File: config.mk
export PLATFORM = sky130hd
export DESIGN_NAME = dbus_decoder_flat
export DESIGN_NICKNAME = d
export VERILOG_FILES = /design/src/source/soc_bus_pkg.sv /design/src/source/ram_if.sv /design/src/source/dbus_decoder.sv /design/src/flat_wrapper.sv
export SDC_FILE = /design/constraint.sdc
export NUM_CORES = 1
export LEC_CHECK = 0
export BUFFER_PORTS_ARGS = -buffer_cell sky130_fd_sc_hd__buf_2
export CAP_MARGIN = 20
export CORE_AREA = 4 4 83 85
export CTS_CLUSTER_SIZE = 28
export DETAILED_ROUTE_END_ITERATION = 12
export DIE_AREA = 0 0 87 89
export PLACE_DENSITY_LB_ADDON = 0.2
export SYNTH_ARGS = -nofsm -noshare
export SYNTH_HDL_FRONTEND = slang
export SYNTH_SLANG_ARGS = --single-unit
File: constraint.sdc
create_clock -name clk -period 3.2 [get_ports clk]
set_input_delay 0.16 -clock clk [delete_from_list [all_inputs] [get_ports clk]]
set_output_delay 0.16 -clock clk [all_outputs]
set_load 0.02 [all_outputs]
File: src/source/soc_bus_pkg.sv
`default_nettype none

package soc_bus_pkg;

    // master side data bus
    localparam int ADDR_W = 32;
    localparam int DATA_W = 32;
    localparam int BE_W   = DATA_W / 8;

    // region select lives in the top nibble of the address
    localparam int REGION_W = 4;

    localparam logic [REGION_W-1:0] REGION_RAM_BASE    = 4'h0;
    localparam logic [REGION_W-1:0] REGION_GPIO_BASE   = 4'h1;
    localparam logic [REGION_W-1:0] REGION_TICKER_BASE = 4'h2;

    typedef enum logic [1:0] {
        REGION_RAM,
        REGION_GPIO,
        REGION_TICKER,
        REGION_NONE     // any other top nibble
    } region_e;

endpackage

`default_nettype wire

File: src/source/ram_if.sv
`default_nettype none

interface ram_if #(
    parameter int ADDR_BITS = 8,
    parameter int DATA_W    = 32
);

    logic [ADDR_BITS-1:0] addr;     // word address
    logic [DATA_W/8-1:0]  be;
    logic [DATA_W-1:0]    wdata;
    logic                 rd;
    logic                 wr;
    logic [DATA_W-1:0]    rdata;

    modport ctrl (output addr, be, wdata, rd, wr, input rdata);
    modport mem  (input addr, be, wdata, rd, wr, output rdata);

endinterface

`default_nettype wire

File: src/source/dbus_decoder.sv
`default_nettype none

module dbus_decoder #(
    parameter int RAM_ADDR_BITS = 8
) (
    input  wire                                 clk,
    input  wire                                 rst_n,
    input  wire [soc_bus_pkg::ADDR_W-1:0]       master_address_i,
    input  wire [soc_bus_pkg::BE_W-1:0]         master_byteenable_i,
    input  wire                                 master_read_i,
    input  wire                                 master_write_i,
    input  wire [soc_bus_pkg::DATA_W-1:0]       master_wrdata_i,
    output logic [soc_bus_pkg::DATA_W-1:0]      master_rddata_o,
    output logic                                master_stall_o,
    input  wire [soc_bus_pkg::DATA_W-1:0]       bridge_rdata_i,
    input  wire                                 bridge_stall_i,
    output soc_bus_pkg::region_e                bridge_region_o,
    output logic                                bridge_read_o,
    output logic                                bridge_write_o,
    ram_if.ctrl                                 ram
);

    soc_bus_pkg::region_e region;
    logic is_ram;
    logic is_apb;
    logic ram_rd;
    logic rd_pend_q;    // ram read issued last cycle

    always_comb begin
        case (master_address_i[soc_bus_pkg::ADDR_W-1 -: soc_bus_pkg::REGION_W])
            soc_bus_pkg::REGION_RAM_BASE:    region = soc_bus_pkg::REGION_RAM;
            soc_bus_pkg::REGION_GPIO_BASE:   region = soc_bus_pkg::REGION_GPIO;
            soc_bus_pkg::REGION_TICKER_BASE: region = soc_bus_pkg::REGION_TICKER;
            default:                         region = soc_bus_pkg::REGION_NONE;
        endcase
    end

    assign is_ram = (region == soc_bus_pkg::REGION_RAM);
    assign is_apb = (region == soc_bus_pkg::REGION_GPIO) ||
                    (region == soc_bus_pkg::REGION_TICKER);

    // only the first cycle of a read goes to the ram
    assign ram_rd = master_read_i & is_ram & ~rd_pend_q;

    assign ram.addr  = master_address_i[RAM_ADDR_BITS+1:2];
    assign ram.be    = master_byteenable_i;
    assign ram.wdata = master_wrdata_i;
    assign ram.rd    = ram_rd;
    assign ram.wr    = master_write_i & is_ram;

    always_ff @(posedge clk or negedge rst_n) begin
        if (!rst_n) begin
            rd_pend_q <= 1'b0;
        end else begin
            rd_pend_q <= ram_rd;
        end
    end

    assign bridge_region_o = region;
    assign bridge_read_o   = master_read_i & is_apb;
    assign bridge_write_o  = master_write_i & is_apb;

    always_comb begin
        master_stall_o  = 1'b0;
        master_rddata_o = '0;   // unmapped reads return 0
        case (region)
            soc_bus_pkg::REGION_RAM: begin
                master_stall_o  = ram_rd;
                master_rddata_o = ram.rdata;
            end
            soc_bus_pkg::REGION_GPIO, soc_bus_pkg::REGION_TICKER: begin
                master_stall_o  = bridge_stall_i;
                master_rddata_o = bridge_rdata_i;
            end
            default: ;
        endcase
    end

endmodule

`default_nettype wire

File: src/flat_wrapper.sv
// flat-port wrapper written by rule: the top's interface ports become plain ports
module dbus_decoder_flat 
#(
    parameter int RAM_ADDR_BITS = 8
)
  (clk, rst_n, master_address_i, master_byteenable_i, master_read_i, master_write_i, master_wrdata_i, master_rddata_o, master_stall_o, bridge_rdata_i, bridge_stall_i, bridge_region_o, bridge_read_o, bridge_write_o, ram_addr, ram_be, ram_wdata, ram_rd, ram_wr, ram_rdata);
  ram_if ram_i ();
  input  wire clk;
  input  wire rst_n;
  input  wire [soc_bus_pkg::ADDR_W-1:0] master_address_i;
  input  wire [soc_bus_pkg::BE_W-1:0] master_byteenable_i;
  input  wire master_read_i;
  input  wire master_write_i;
  input  wire [soc_bus_pkg::DATA_W-1:0] master_wrdata_i;
  output logic [soc_bus_pkg::DATA_W-1:0] master_rddata_o;
  output logic master_stall_o;
  input  wire [soc_bus_pkg::DATA_W-1:0] bridge_rdata_i;
  input  wire bridge_stall_i;
  output soc_bus_pkg::region_e bridge_region_o;
  output logic bridge_read_o;
  output logic bridge_write_o;
  output wire logic [$bits(ram_i.addr)-1:0] ram_addr;
  output wire logic [$bits(ram_i.be)-1:0] ram_be;
  output wire logic [$bits(ram_i.wdata)-1:0] ram_wdata;
  output wire logic [$bits(ram_i.rd)-1:0] ram_rd;
  output wire logic [$bits(ram_i.wr)-1:0] ram_wr;
  input wire logic [$bits(ram_i.rdata)-1:0] ram_rdata;
  assign ram_addr = ram_i.addr;
  assign ram_be = ram_i.be;
  assign ram_wdata = ram_i.wdata;
  assign ram_rd = ram_i.rd;
  assign ram_wr = ram_i.wr;
  assign ram_i.rdata = ram_rdata;
  dbus_decoder #(.RAM_ADDR_BITS(RAM_ADDR_BITS)) u_core (.clk(clk), .rst_n(rst_n), .master_address_i(master_address_i), .master_byteenable_i(master_byteenable_i), .master_read_i(master_read_i), .master_write_i(master_write_i), .master_wrdata_i(master_wrdata_i), .master_rddata_o(master_rddata_o), .master_stall_o(master_stall_o), .bridge_rdata_i(bridge_rdata_i), .bridge_stall_i(bridge_stall_i), .bridge_region_o(bridge_region_o), .bridge_read_o(bridge_read_o), .bridge_write_o(bridge_write_o), .ram(ram_i));
endmodule
==> results of run 1 <==
==> worst max-delay path by stage <==
stage / start / endpoint / slack (ps)
floorplan: master_address_i[31] / master_rddata_o[11] / 860
global placement: master_address_i[31] / master_rddata_o[29] / 1050
detailed placement: master_address_i[31] / master_rddata_o[29] / 1050
CTS: master_address_i[31] / master_rddata_o[29] / 1040
global route: master_address_i[31] / master_rddata_o[29] / 930
finish: master_address_i[31] / master_rddata_o[29] / 1060
==> through the flow <==
step	setup slack (ps)	hold slack [ps]	cells	util	instance area, um^2
4_1_cts	1040	320	311	0.210	1300
3_3_place_gp	1050	-64.9	310	0.208	1290
5_1_grt	928	320	311	0.210	1300
3_5_place_dp	1050	-64.3	310	0.208	1290
6_report	1060	320	311	0.210	1300
2_1_floorplan	856	-136	177	-	1030
==> worst max-delay path: stages <==
cell     delay, ps
buf_2          120
or2_1          230
or3b_2         490
ha_1           310
buf_4          210
nand2_1         70
a21oi_1        180
buf_2          200
==> layer usage <==
layer	part of all wire	global-route usage	wire [um]
met1	0.37	0.0997	1470
met2	0.48	0.177	1930
met3	0.12	0.0157	502
met4	0.030	0.0269	121
met5	0	0	0
==> layout make-up <==
class / instances / area share
multi-input cells: 117 / 0.450
flip-flops and latches: 1 / 0.0192
well taps: 77 / 0.0740
repair buffers: 116 / 0.457
==> layout by cell type, fill, tap and decap left out, drive strengths merged <==
cell type    count
buf            115
a211oi           1
or3b             1
and2             5
nor3             1
dfrtp            1
or4              1
xnor2            1
or2              1
ha               1
o21ai           34
nor2b            1
nand2           37
dlygate4sd3      1
a21oi           33
==> cell usage after synthesis <==
master | number | area, um^2
buf_8 | 3 | 45.0
and2_1 | 4 | 25.0
or3b_2 | 1 | 8.76
o21ai_0 | 29 | 145
nand2_1 | 37 | 139
nor2b_1 | 1 | 6.26
clkbuf_1 | 11 | 41.3
or2_1 | 1 | 6.26
dfrtp_1 | 1 | 25.0
or4_4 | 1 | 11.3
a21oi_1 | 32 | 160
a21oi_2 | 1 | 8.76
xnor2_1 | 1 | 8.76
nor3_1 | 1 | 5.00
ha_1 | 1 | 12.5
buf_6 | 1 | 11.3
a211oi_1 | 1 | 7.51
o21ai_1 | 5 | 25.0
buf_4 | 44 | 330
and2_4 | 1 | 8.76
==> logic make-up (layout without fill, tap and decap cells) <==
logic type               after synthesis  in the layout  synth area share
AO/OA/AOI/OAI                         68             68             0.336
buffers and inverters                 59            116             0.415
AND/OR/NAND/NOR                       47             47             0.204
adder cells (fa/ha/maj)                1              1            0.0121
XOR/XNOR                               1              1           0.00850
flip-flops                             1              1            0.0243
==> power by group <==
| part | switching, W | total [W] | internal (W) |
|---|---|---|---|
| logic | 0.000104 | 0.000176 | 0.0000713 |
| clock network | 0 | 0 | 0 |
| registers | 0.000000127 | 0.0000135 | 0.0000134 |
| total | 0.000105 | 0.000189 | 0.0000847 |
==> timing repair <==
action	CTS	global route
buffers inserted	0	0
endpoints found under the hold margin	1	0
resized for setup	0	0
setup endpoints to repair	0	0
hold buffers	1	0
==> flow_summary.ini, run 1 <==
[run_status]
outcome = finished, final reports clean

[logic_synthesis]
netlist_instances = 177
avgSynthCellArea_um2 = 5.82
yosysWarnings = 0
ys_types = 20
syn-num-nets = 315
synth-seq-cells = 1
syn_area_um2 = 1030
yosysSeqAreaShare = 0.0243

[detailed_routing]
drtAntennaViolNets = 0
detail_route.wl_per_cell_um = 12.9
drc = 0
routed_wl_um = 4020
via_per_inst = 4.28
via_count = 1332
dr.pass1.iters = 4
drtIter0Drc = 60

[floorplanning]
die_h_um = 89
die_x_um = 87
num_rows = 29
ios = 220
dieArea_um2 = 7740
core_um2 = 6200
start_util = 0.166

[critical_path]
critPathKind = input port to output pin
end_kind = output pin
cp_max_fo = 17
rr_endpoint = u_core.rd_pend_q
rr_worst_depth = 2
r2r-start = u_core.rd_pend_q
arrival_ps = 1980
startpoint_type = input port
required_ps = 3040
r2r_setup_slack_ps = 2440

[cells_and_area]
multi_input_area_um2 = 586
drive_gt1_frac = 0.513
reg.largest.list = u_core.rd_pend_q: 1 flops
nets = 374
antennaDiodeCount = 0
regArea_um2 = 25.0
max_flop_register = u_core.rd_pend_q
syn_to_final_growth_pct = 26.3
nFillCells = 755
largest_reg_flops = 1

[global_routing]
grt.overflow.total = 0
grt_pass1_vias = 1182
grt_use_total = 0.0908
grt_max_degree = 34
antenna_found_initial = 0
grt_pass1_wl_um = 5860

[power]
power_w = 0.000189
leakage_nw = 0.686
p_per_area_nw_per_um2 = 145
ir_drop_uv = 58.0

[timing]
hold_viol = 0
max_clock_freq_mhz = 467
tightest_slew_ps = 736
period_share = 0.669
setup-tns-final_ps = 0
rsz0062_at_grt = false
min_period_ps = 2140
relSlewSlack = 0.507
finalSetupViolCount = 0
maxSlewViolCount = 0
skew_ps = 0

[run]
cap_violations = 0

[min_path]
whs_path_depth = 0
whs_endpoint = ram_wdata[14]
min_path_type = input port to output pin
min-delay-start = master_wrdata_i[14]

[placed_design]
routabilityCongestion = 0.656
hpwl_um = 3180
io_buffers = 111

[clocking]
clkLatencyLatePin_ps = 0
(Power assumes the default switching activity.)
==> inputs of run 2 (changes only) <==
--- a/config.mk
+++ b/config.mk
@@ -7,10 +7,10 @@
 export LEC_CHECK = 0
 export BUFFER_PORTS_ARGS = -buffer_cell sky130_fd_sc_hd__buf_2
 export CAP_MARGIN = 20
-export CORE_AREA = 4 4 83 85
+export CORE_AREA = 4 4 84 86
 export CTS_CLUSTER_SIZE = 28
 export DETAILED_ROUTE_END_ITERATION = 12
-export DIE_AREA = 0 0 87 89
+export DIE_AREA = 0 0 88 90
 export PLACE_DENSITY_LB_ADDON = 0.2
 export SYNTH_ARGS = -nofsm -noshare
 export SYNTH_HDL_FRONTEND = slang
==> constraint.sdc (replaced) <==
create_clock -name clk -period 2.2 [get_ports clk]
set_input_delay 0.11 -clock clk [delete_from_list [all_inputs] [get_ports clk]]
set_output_delay 0.11 -clock clk [all_outputs]
set_load 0.02 [all_outputs]
==> flow_summary.ini, run 2 (synthesis results as in run 1) <==
[global_routing]
grt_pass1_vias = 1167
grt_max_degree = 34
grt_pass1_wl_um = 6090
grt_use_total = 0.0927
antenna_found_initial = 1
grt.overflow.total = 0

[floorplanning]
num_rows = 29
die_x_um = 88
dieArea_um2 = 7920
start_util = 0.164
core_um2 = 6280
die_h_um = 90
ios = 220

[placed_design]
placed_cells = 312
pre_cts_ws_ps = 183
hpwl_um = 3470
routabilityCongestion = 0.687
io_buffers = 111
place_area_um2 = 1410

[critical_path]
critPathKind = input port to output pin
crit_chain = buf_2, or2_1, or3b_2, ha_1, buf_4, nand2_1, a21oi_2, buf_2
end_kind = output pin
arrival_ps = 1900
startpoint_type = input port
crit_top_cell = buf_2
required_ps = 2090
slowest_stage = or3b_2
slowest_delay_ps = 480
cp_max_fo = 18
r2r_setup_slack_ps = 1490

[cells_and_area]
reg.largest.list = u_core.rd_pend_q: 1 flops
final_cell_mix = buf_2, nand2_1, o21ai_0
nFillCells = 721
max_flop_register = u_core.rd_pend_q
final_area_um2 = 1420
syn_to_final_growth_pct = 37.6
instances_no_fill = 313
drive_gt1_frac = 0.631
final_common_cell = buf_2
antennaDiodeCount = 0
largest_reg_flops = 1
nets = 376

[detailed_routing]
drtAntennaViolNets = 0
drtIter0Drc = 14
dr.pass1.iters = 4
via_per_inst = 4.23
drc = 0
routed_wl_um = 4240
via_count = 1323
detail_route.wl_per_cell_um = 13.5

[timing]
rsz0062_at_grt = false
maxSlewViolCount = 0
finalSetupViolCount = 0
max_clock_freq_mhz = 498
relSlewSlack = 0.642
skew_ps = 0
period_share = 0.912
layout_setup_ws_ps = 194
hold_viol = 0
setup-tns-final_ps = 0
tightest_slew_ps = 538
min_period_ps = 2010

[power]
swShare = 0.558
ir_drop_uv = 52.0
internal-power_w = 0.000132
power_w = 0.000299
p_per_area_nw_per_um2 = 211
p_clk_frac = 0
combPwrFrac = 0.934
seqPwrFrac = 0.066
leakage_nw = 0.692
power.switching_w = 0.000167

[run_status]
outcome = finished, final reports clean

[clocking]
clkLatencyLatePin_ps = 0
cts_setup_buffers = 0

[run]
cap_violations = 0

[min_path]
min_path_type = input port to output pin
## run 2: metal layers
layer | global-route usage | vias up | wire length, um
met4 | 0.0102 | 2 | 51
met5 | 0 | - | 20
met2 | 0.175 | 94 | 2020
met3 | 0.0265 | 10 | 573
met1 | 0.103 | 551 | 1570
li1 | - | 666 | -
## run 2: timing repair
item | 4_1_cts | 5_1_grt
hold buffers | 1 | 0
hold endpoints to repair | 1 | 0
resized for setup | 0 | 0
## run 2: worst max-delay path: cells and delay by family
kind                       cells  cell delay [ps]
and+or+nand+nor                3              800
buffers and inverters          3              530
adders and majority gates      1              330
AOI/OAI and AO/OA              1              120
## run 2: path summary, 6_finish.rpt
| check | startpoint | endpoint | cells after the start |
|---|---|---|---|
| setup / recovery | master_address_i[31] | master_rddata_o[29] | 8 |
| hold / removal | master_wrdata_i[21] | ram_wdata[21] | 0 |
| setup reg to reg | u_core.rd_pend_q | u_core.rd_pend_q | 2 |
| hold reg to reg | u_core.rd_pend_q | u_core.rd_pend_q | 2 |
| max in group asynchronous | rst_n | u_core.rd_pend_q | 2 |
| min in group asynchronous | rst_n | u_core.rd_pend_q | 2 |
## run 2: cell type report
| type | count | area, um^2 | area share |
|---|---|---|---|
| Multi-Input combinational cell | 117 | 687 | 0.484 |
| Timing Repair Buffer | 118 | 611 | 0.430 |
| Tap cell | 77 | 96.3 | 0.0679 |
| Sequential cell | 1 | 25.0 | 0.0176 |
## run 2: metrics by stage
stage	util	hold slack, ps
2_1_floorplan	-	-186
3_3_place_gp	0.224	-115
3_5_place_dp	0.224	-115
4_1_cts	0.226	220
5_1_grt	0.226	220
6_report	0.226	220
## run 2: power groups by stage
stage	clock, W	combinational [W]	sequential (W)
final	0	0.000280	0.0000196
after global routing	0	0.000312	0.0000197
after CTS	0	0.000287	0.0000197
after detailed placement	0	0.000284	0.0000197
after global placement	0	0.000285	0.0000196
after floorplan	0	0.000286	0.0000196
==> inputs of run 3 (changes only) <==
--- a/config.mk
+++ b/config.mk
@@ -5,10 +5,10 @@
 export SDC_FILE = /design/constraint.sdc
 export NUM_CORES = 1
 export LEC_CHECK = 0
-export BUFFER_PORTS_ARGS = -buffer_cell sky130_fd_sc_hd__buf_2
+export BUFFER_PORTS_ARGS = -buffer_cell sky130_fd_sc_hd__clkbuf_2
 export CAP_MARGIN = 20
 export CORE_AREA = 4 4 84 86
-export CTS_CLUSTER_SIZE = 28
+export CTS_CLUSTER_SIZE = 25
 export DETAILED_ROUTE_END_ITERATION = 12
 export DIE_AREA = 0 0 88 90
 export PLACE_DENSITY_LB_ADDON = 0.2
==> flow_summary.ini, run 3 (synthesis results as in run 1) <==
[run_status]
outcome = finished, final reports clean

[timing]
rsz0062_at_grt = false
relSlewSlack = 0.635
period_share = 0.915
max_clock_freq_mhz = 497
tightest_slew_ps = 548
layout_setup_ws_ps = 186
finalSetupViolCount = 0
hold_viol = 0
skew_ps = 0
setup-tns-final_ps = 0
min_period_ps = 2010
maxSlewViolCount = 0

[floorplanning]
ios = 220
num_rows = 29
die_h_um = 90
die_x_um = 88
dieArea_um2 = 7920
core_um2 = 6280
start_util = 0.164

[cells_and_area]
multi_input_area_um2 = 687
drive_gt1_frac = 0.631
syn_to_final_growth_pct = 37.6
final_area_um2 = 1420
antennaDiodeCount = 0
regArea_um2 = 25.0
final_common_cell = clkbuf_2
reg.largest.list = u_core.rd_pend_q: 1 flops
max_flop_register = u_core.rd_pend_q
largest_reg_flops = 1
nets = 376
fin_util = 0.226
final_cell_mix = clkbuf_2, nand2_1, o21ai_0
nFillCells = 712

[power]
p_clk_frac = 0
combPwrFrac = 0.935
swShare = 0.561
seqPwrFrac = 0.065
p_per_area_nw_per_um2 = 212
leakage_nw = 0.681
ir_drop_uv = 52.3
internal-power_w = 0.000132
power.switching_w = 0.000169

[global_routing]
grt_max_degree = 34
grt_busiest_layer = met2
grt_use_total = 0.0925
grt_pass1_vias = 1196
met2_usage = 0.171
use_met3 = 0.0229
met1_usage = 0.108
grt.overflow.total = 0
antenna_found_initial = 0
grt_pass1_wl_um = 6090

[placed_design]
routabilityCongestion = 0.658
pre_cts_ws_ps = 155
hpwl_um = 3450
io_buffers = 111
place_area_um2 = 1410

[detailed_routing]
via_per_inst = 4.19
via_count = 1312
dr.pass1.iters = 4
drtIter0Drc = 14
drc = 0
drtAntennaViolNets = 0
detail_route.wl_per_cell_um = 13.3
routed_wl_um = 4170

[critical_path]
startpoint_type = input port
end_kind = output pin
crit_chain = clkbuf_2, or2_1, or3b_2, ha_1, buf_4, nand2_1, a21oi_2, clkbuf_2
path_buf_inv = 3
crit_top_cell = clkbuf_2
path_delay_family = simple AND/OR/NAND/NOR gates
arrival_ps = 1900
slowest_stage = or3b_2
slowest_delay_ps = 480
critPathKind = input port to output pin
cp_max_fo = 18
required_ps = 2090

[clocking]
clkLatencyLatePin_ps = 0
ctsResizeCount = 0
cts_setup_buffers = 0
cts_hold_buf = 1

[min_path]
min_path_type = input port to output pin

[run]
cap_violations = 0
==> run 3: cell count changes in the layout (fill, tap and decap cells not counted), sizes merged <==
cell | previous run | this run
buf | 117 | 6
clkbuf | 0 | 111
==> run 3: final cells by class <==
cell class,instances,share of cell area
sequential,1,0.0176
multi-input combinational,117,0.484
tap,77,0.0679
timing repair buffer,118,0.430
==> run 3: final timing paths <==
| check | start | endpoint | slack, ps | cells past startpoint |
|---|---|---|---|---|
| min in group asynchronous | rst_n | u_core.rd_pend_q | 420 | 2 |
| worst min-delay path | master_wrdata_i[21] | ram_wdata[21] | 220 | 0 |
| worst min register to register | u_core.rd_pend_q | u_core.rd_pend_q | 530 | 2 |
| worst max register to register | u_core.rd_pend_q | u_core.rd_pend_q | 1510 | 2 |
| max in group asynchronous | rst_n | u_core.rd_pend_q | 1690 | 2 |
| worst max-delay path | master_address_i[31] | master_rddata_o[7] | 190 | 8 |
==> run 3: power groups by stage <==
| stage | combinational, W | clock, W | sequential [W] |
|---|---|---|---|
| after floorplan | 0.000286 | 0 | 0.0000196 |
| after global placement | 0.000286 | 0 | 0.0000196 |
| after detailed placement | 0.000285 | 0 | 0.0000196 |
| after CTS | 0.000288 | 0 | 0.0000196 |
| after global routing | 0.000312 | 0 | 0.0000197 |
| final | 0.000281 | 0 | 0.0000196 |
==> run 3: per-layer routing <==
metal	vias up	wire length, um
li1	667	-
met1	545	1550
met2	92	2040
met3	8	532
met4	0	50
met5	-	0
==> run 3: worst reg2reg max path, delay by kind of cell (launching register included) <==
family | cells | cell delay (ps)
AND/OR/NAND/NOR | 2 | 280
flip-flops | 1 | 330
==> run 3: through the flow <==
step | total power (W) | hold WS (ps) | std cells
after floorplan | 0.000305 | -186 | 177
after global placement | 0.000305 | -114 | 312
after detailed placement | 0.000305 | -113 | 312
after CTS | 0.000308 | 220 | 313
after global routing | 0.000332 | 220 | 313
final | 0.000301 | 220 | 313
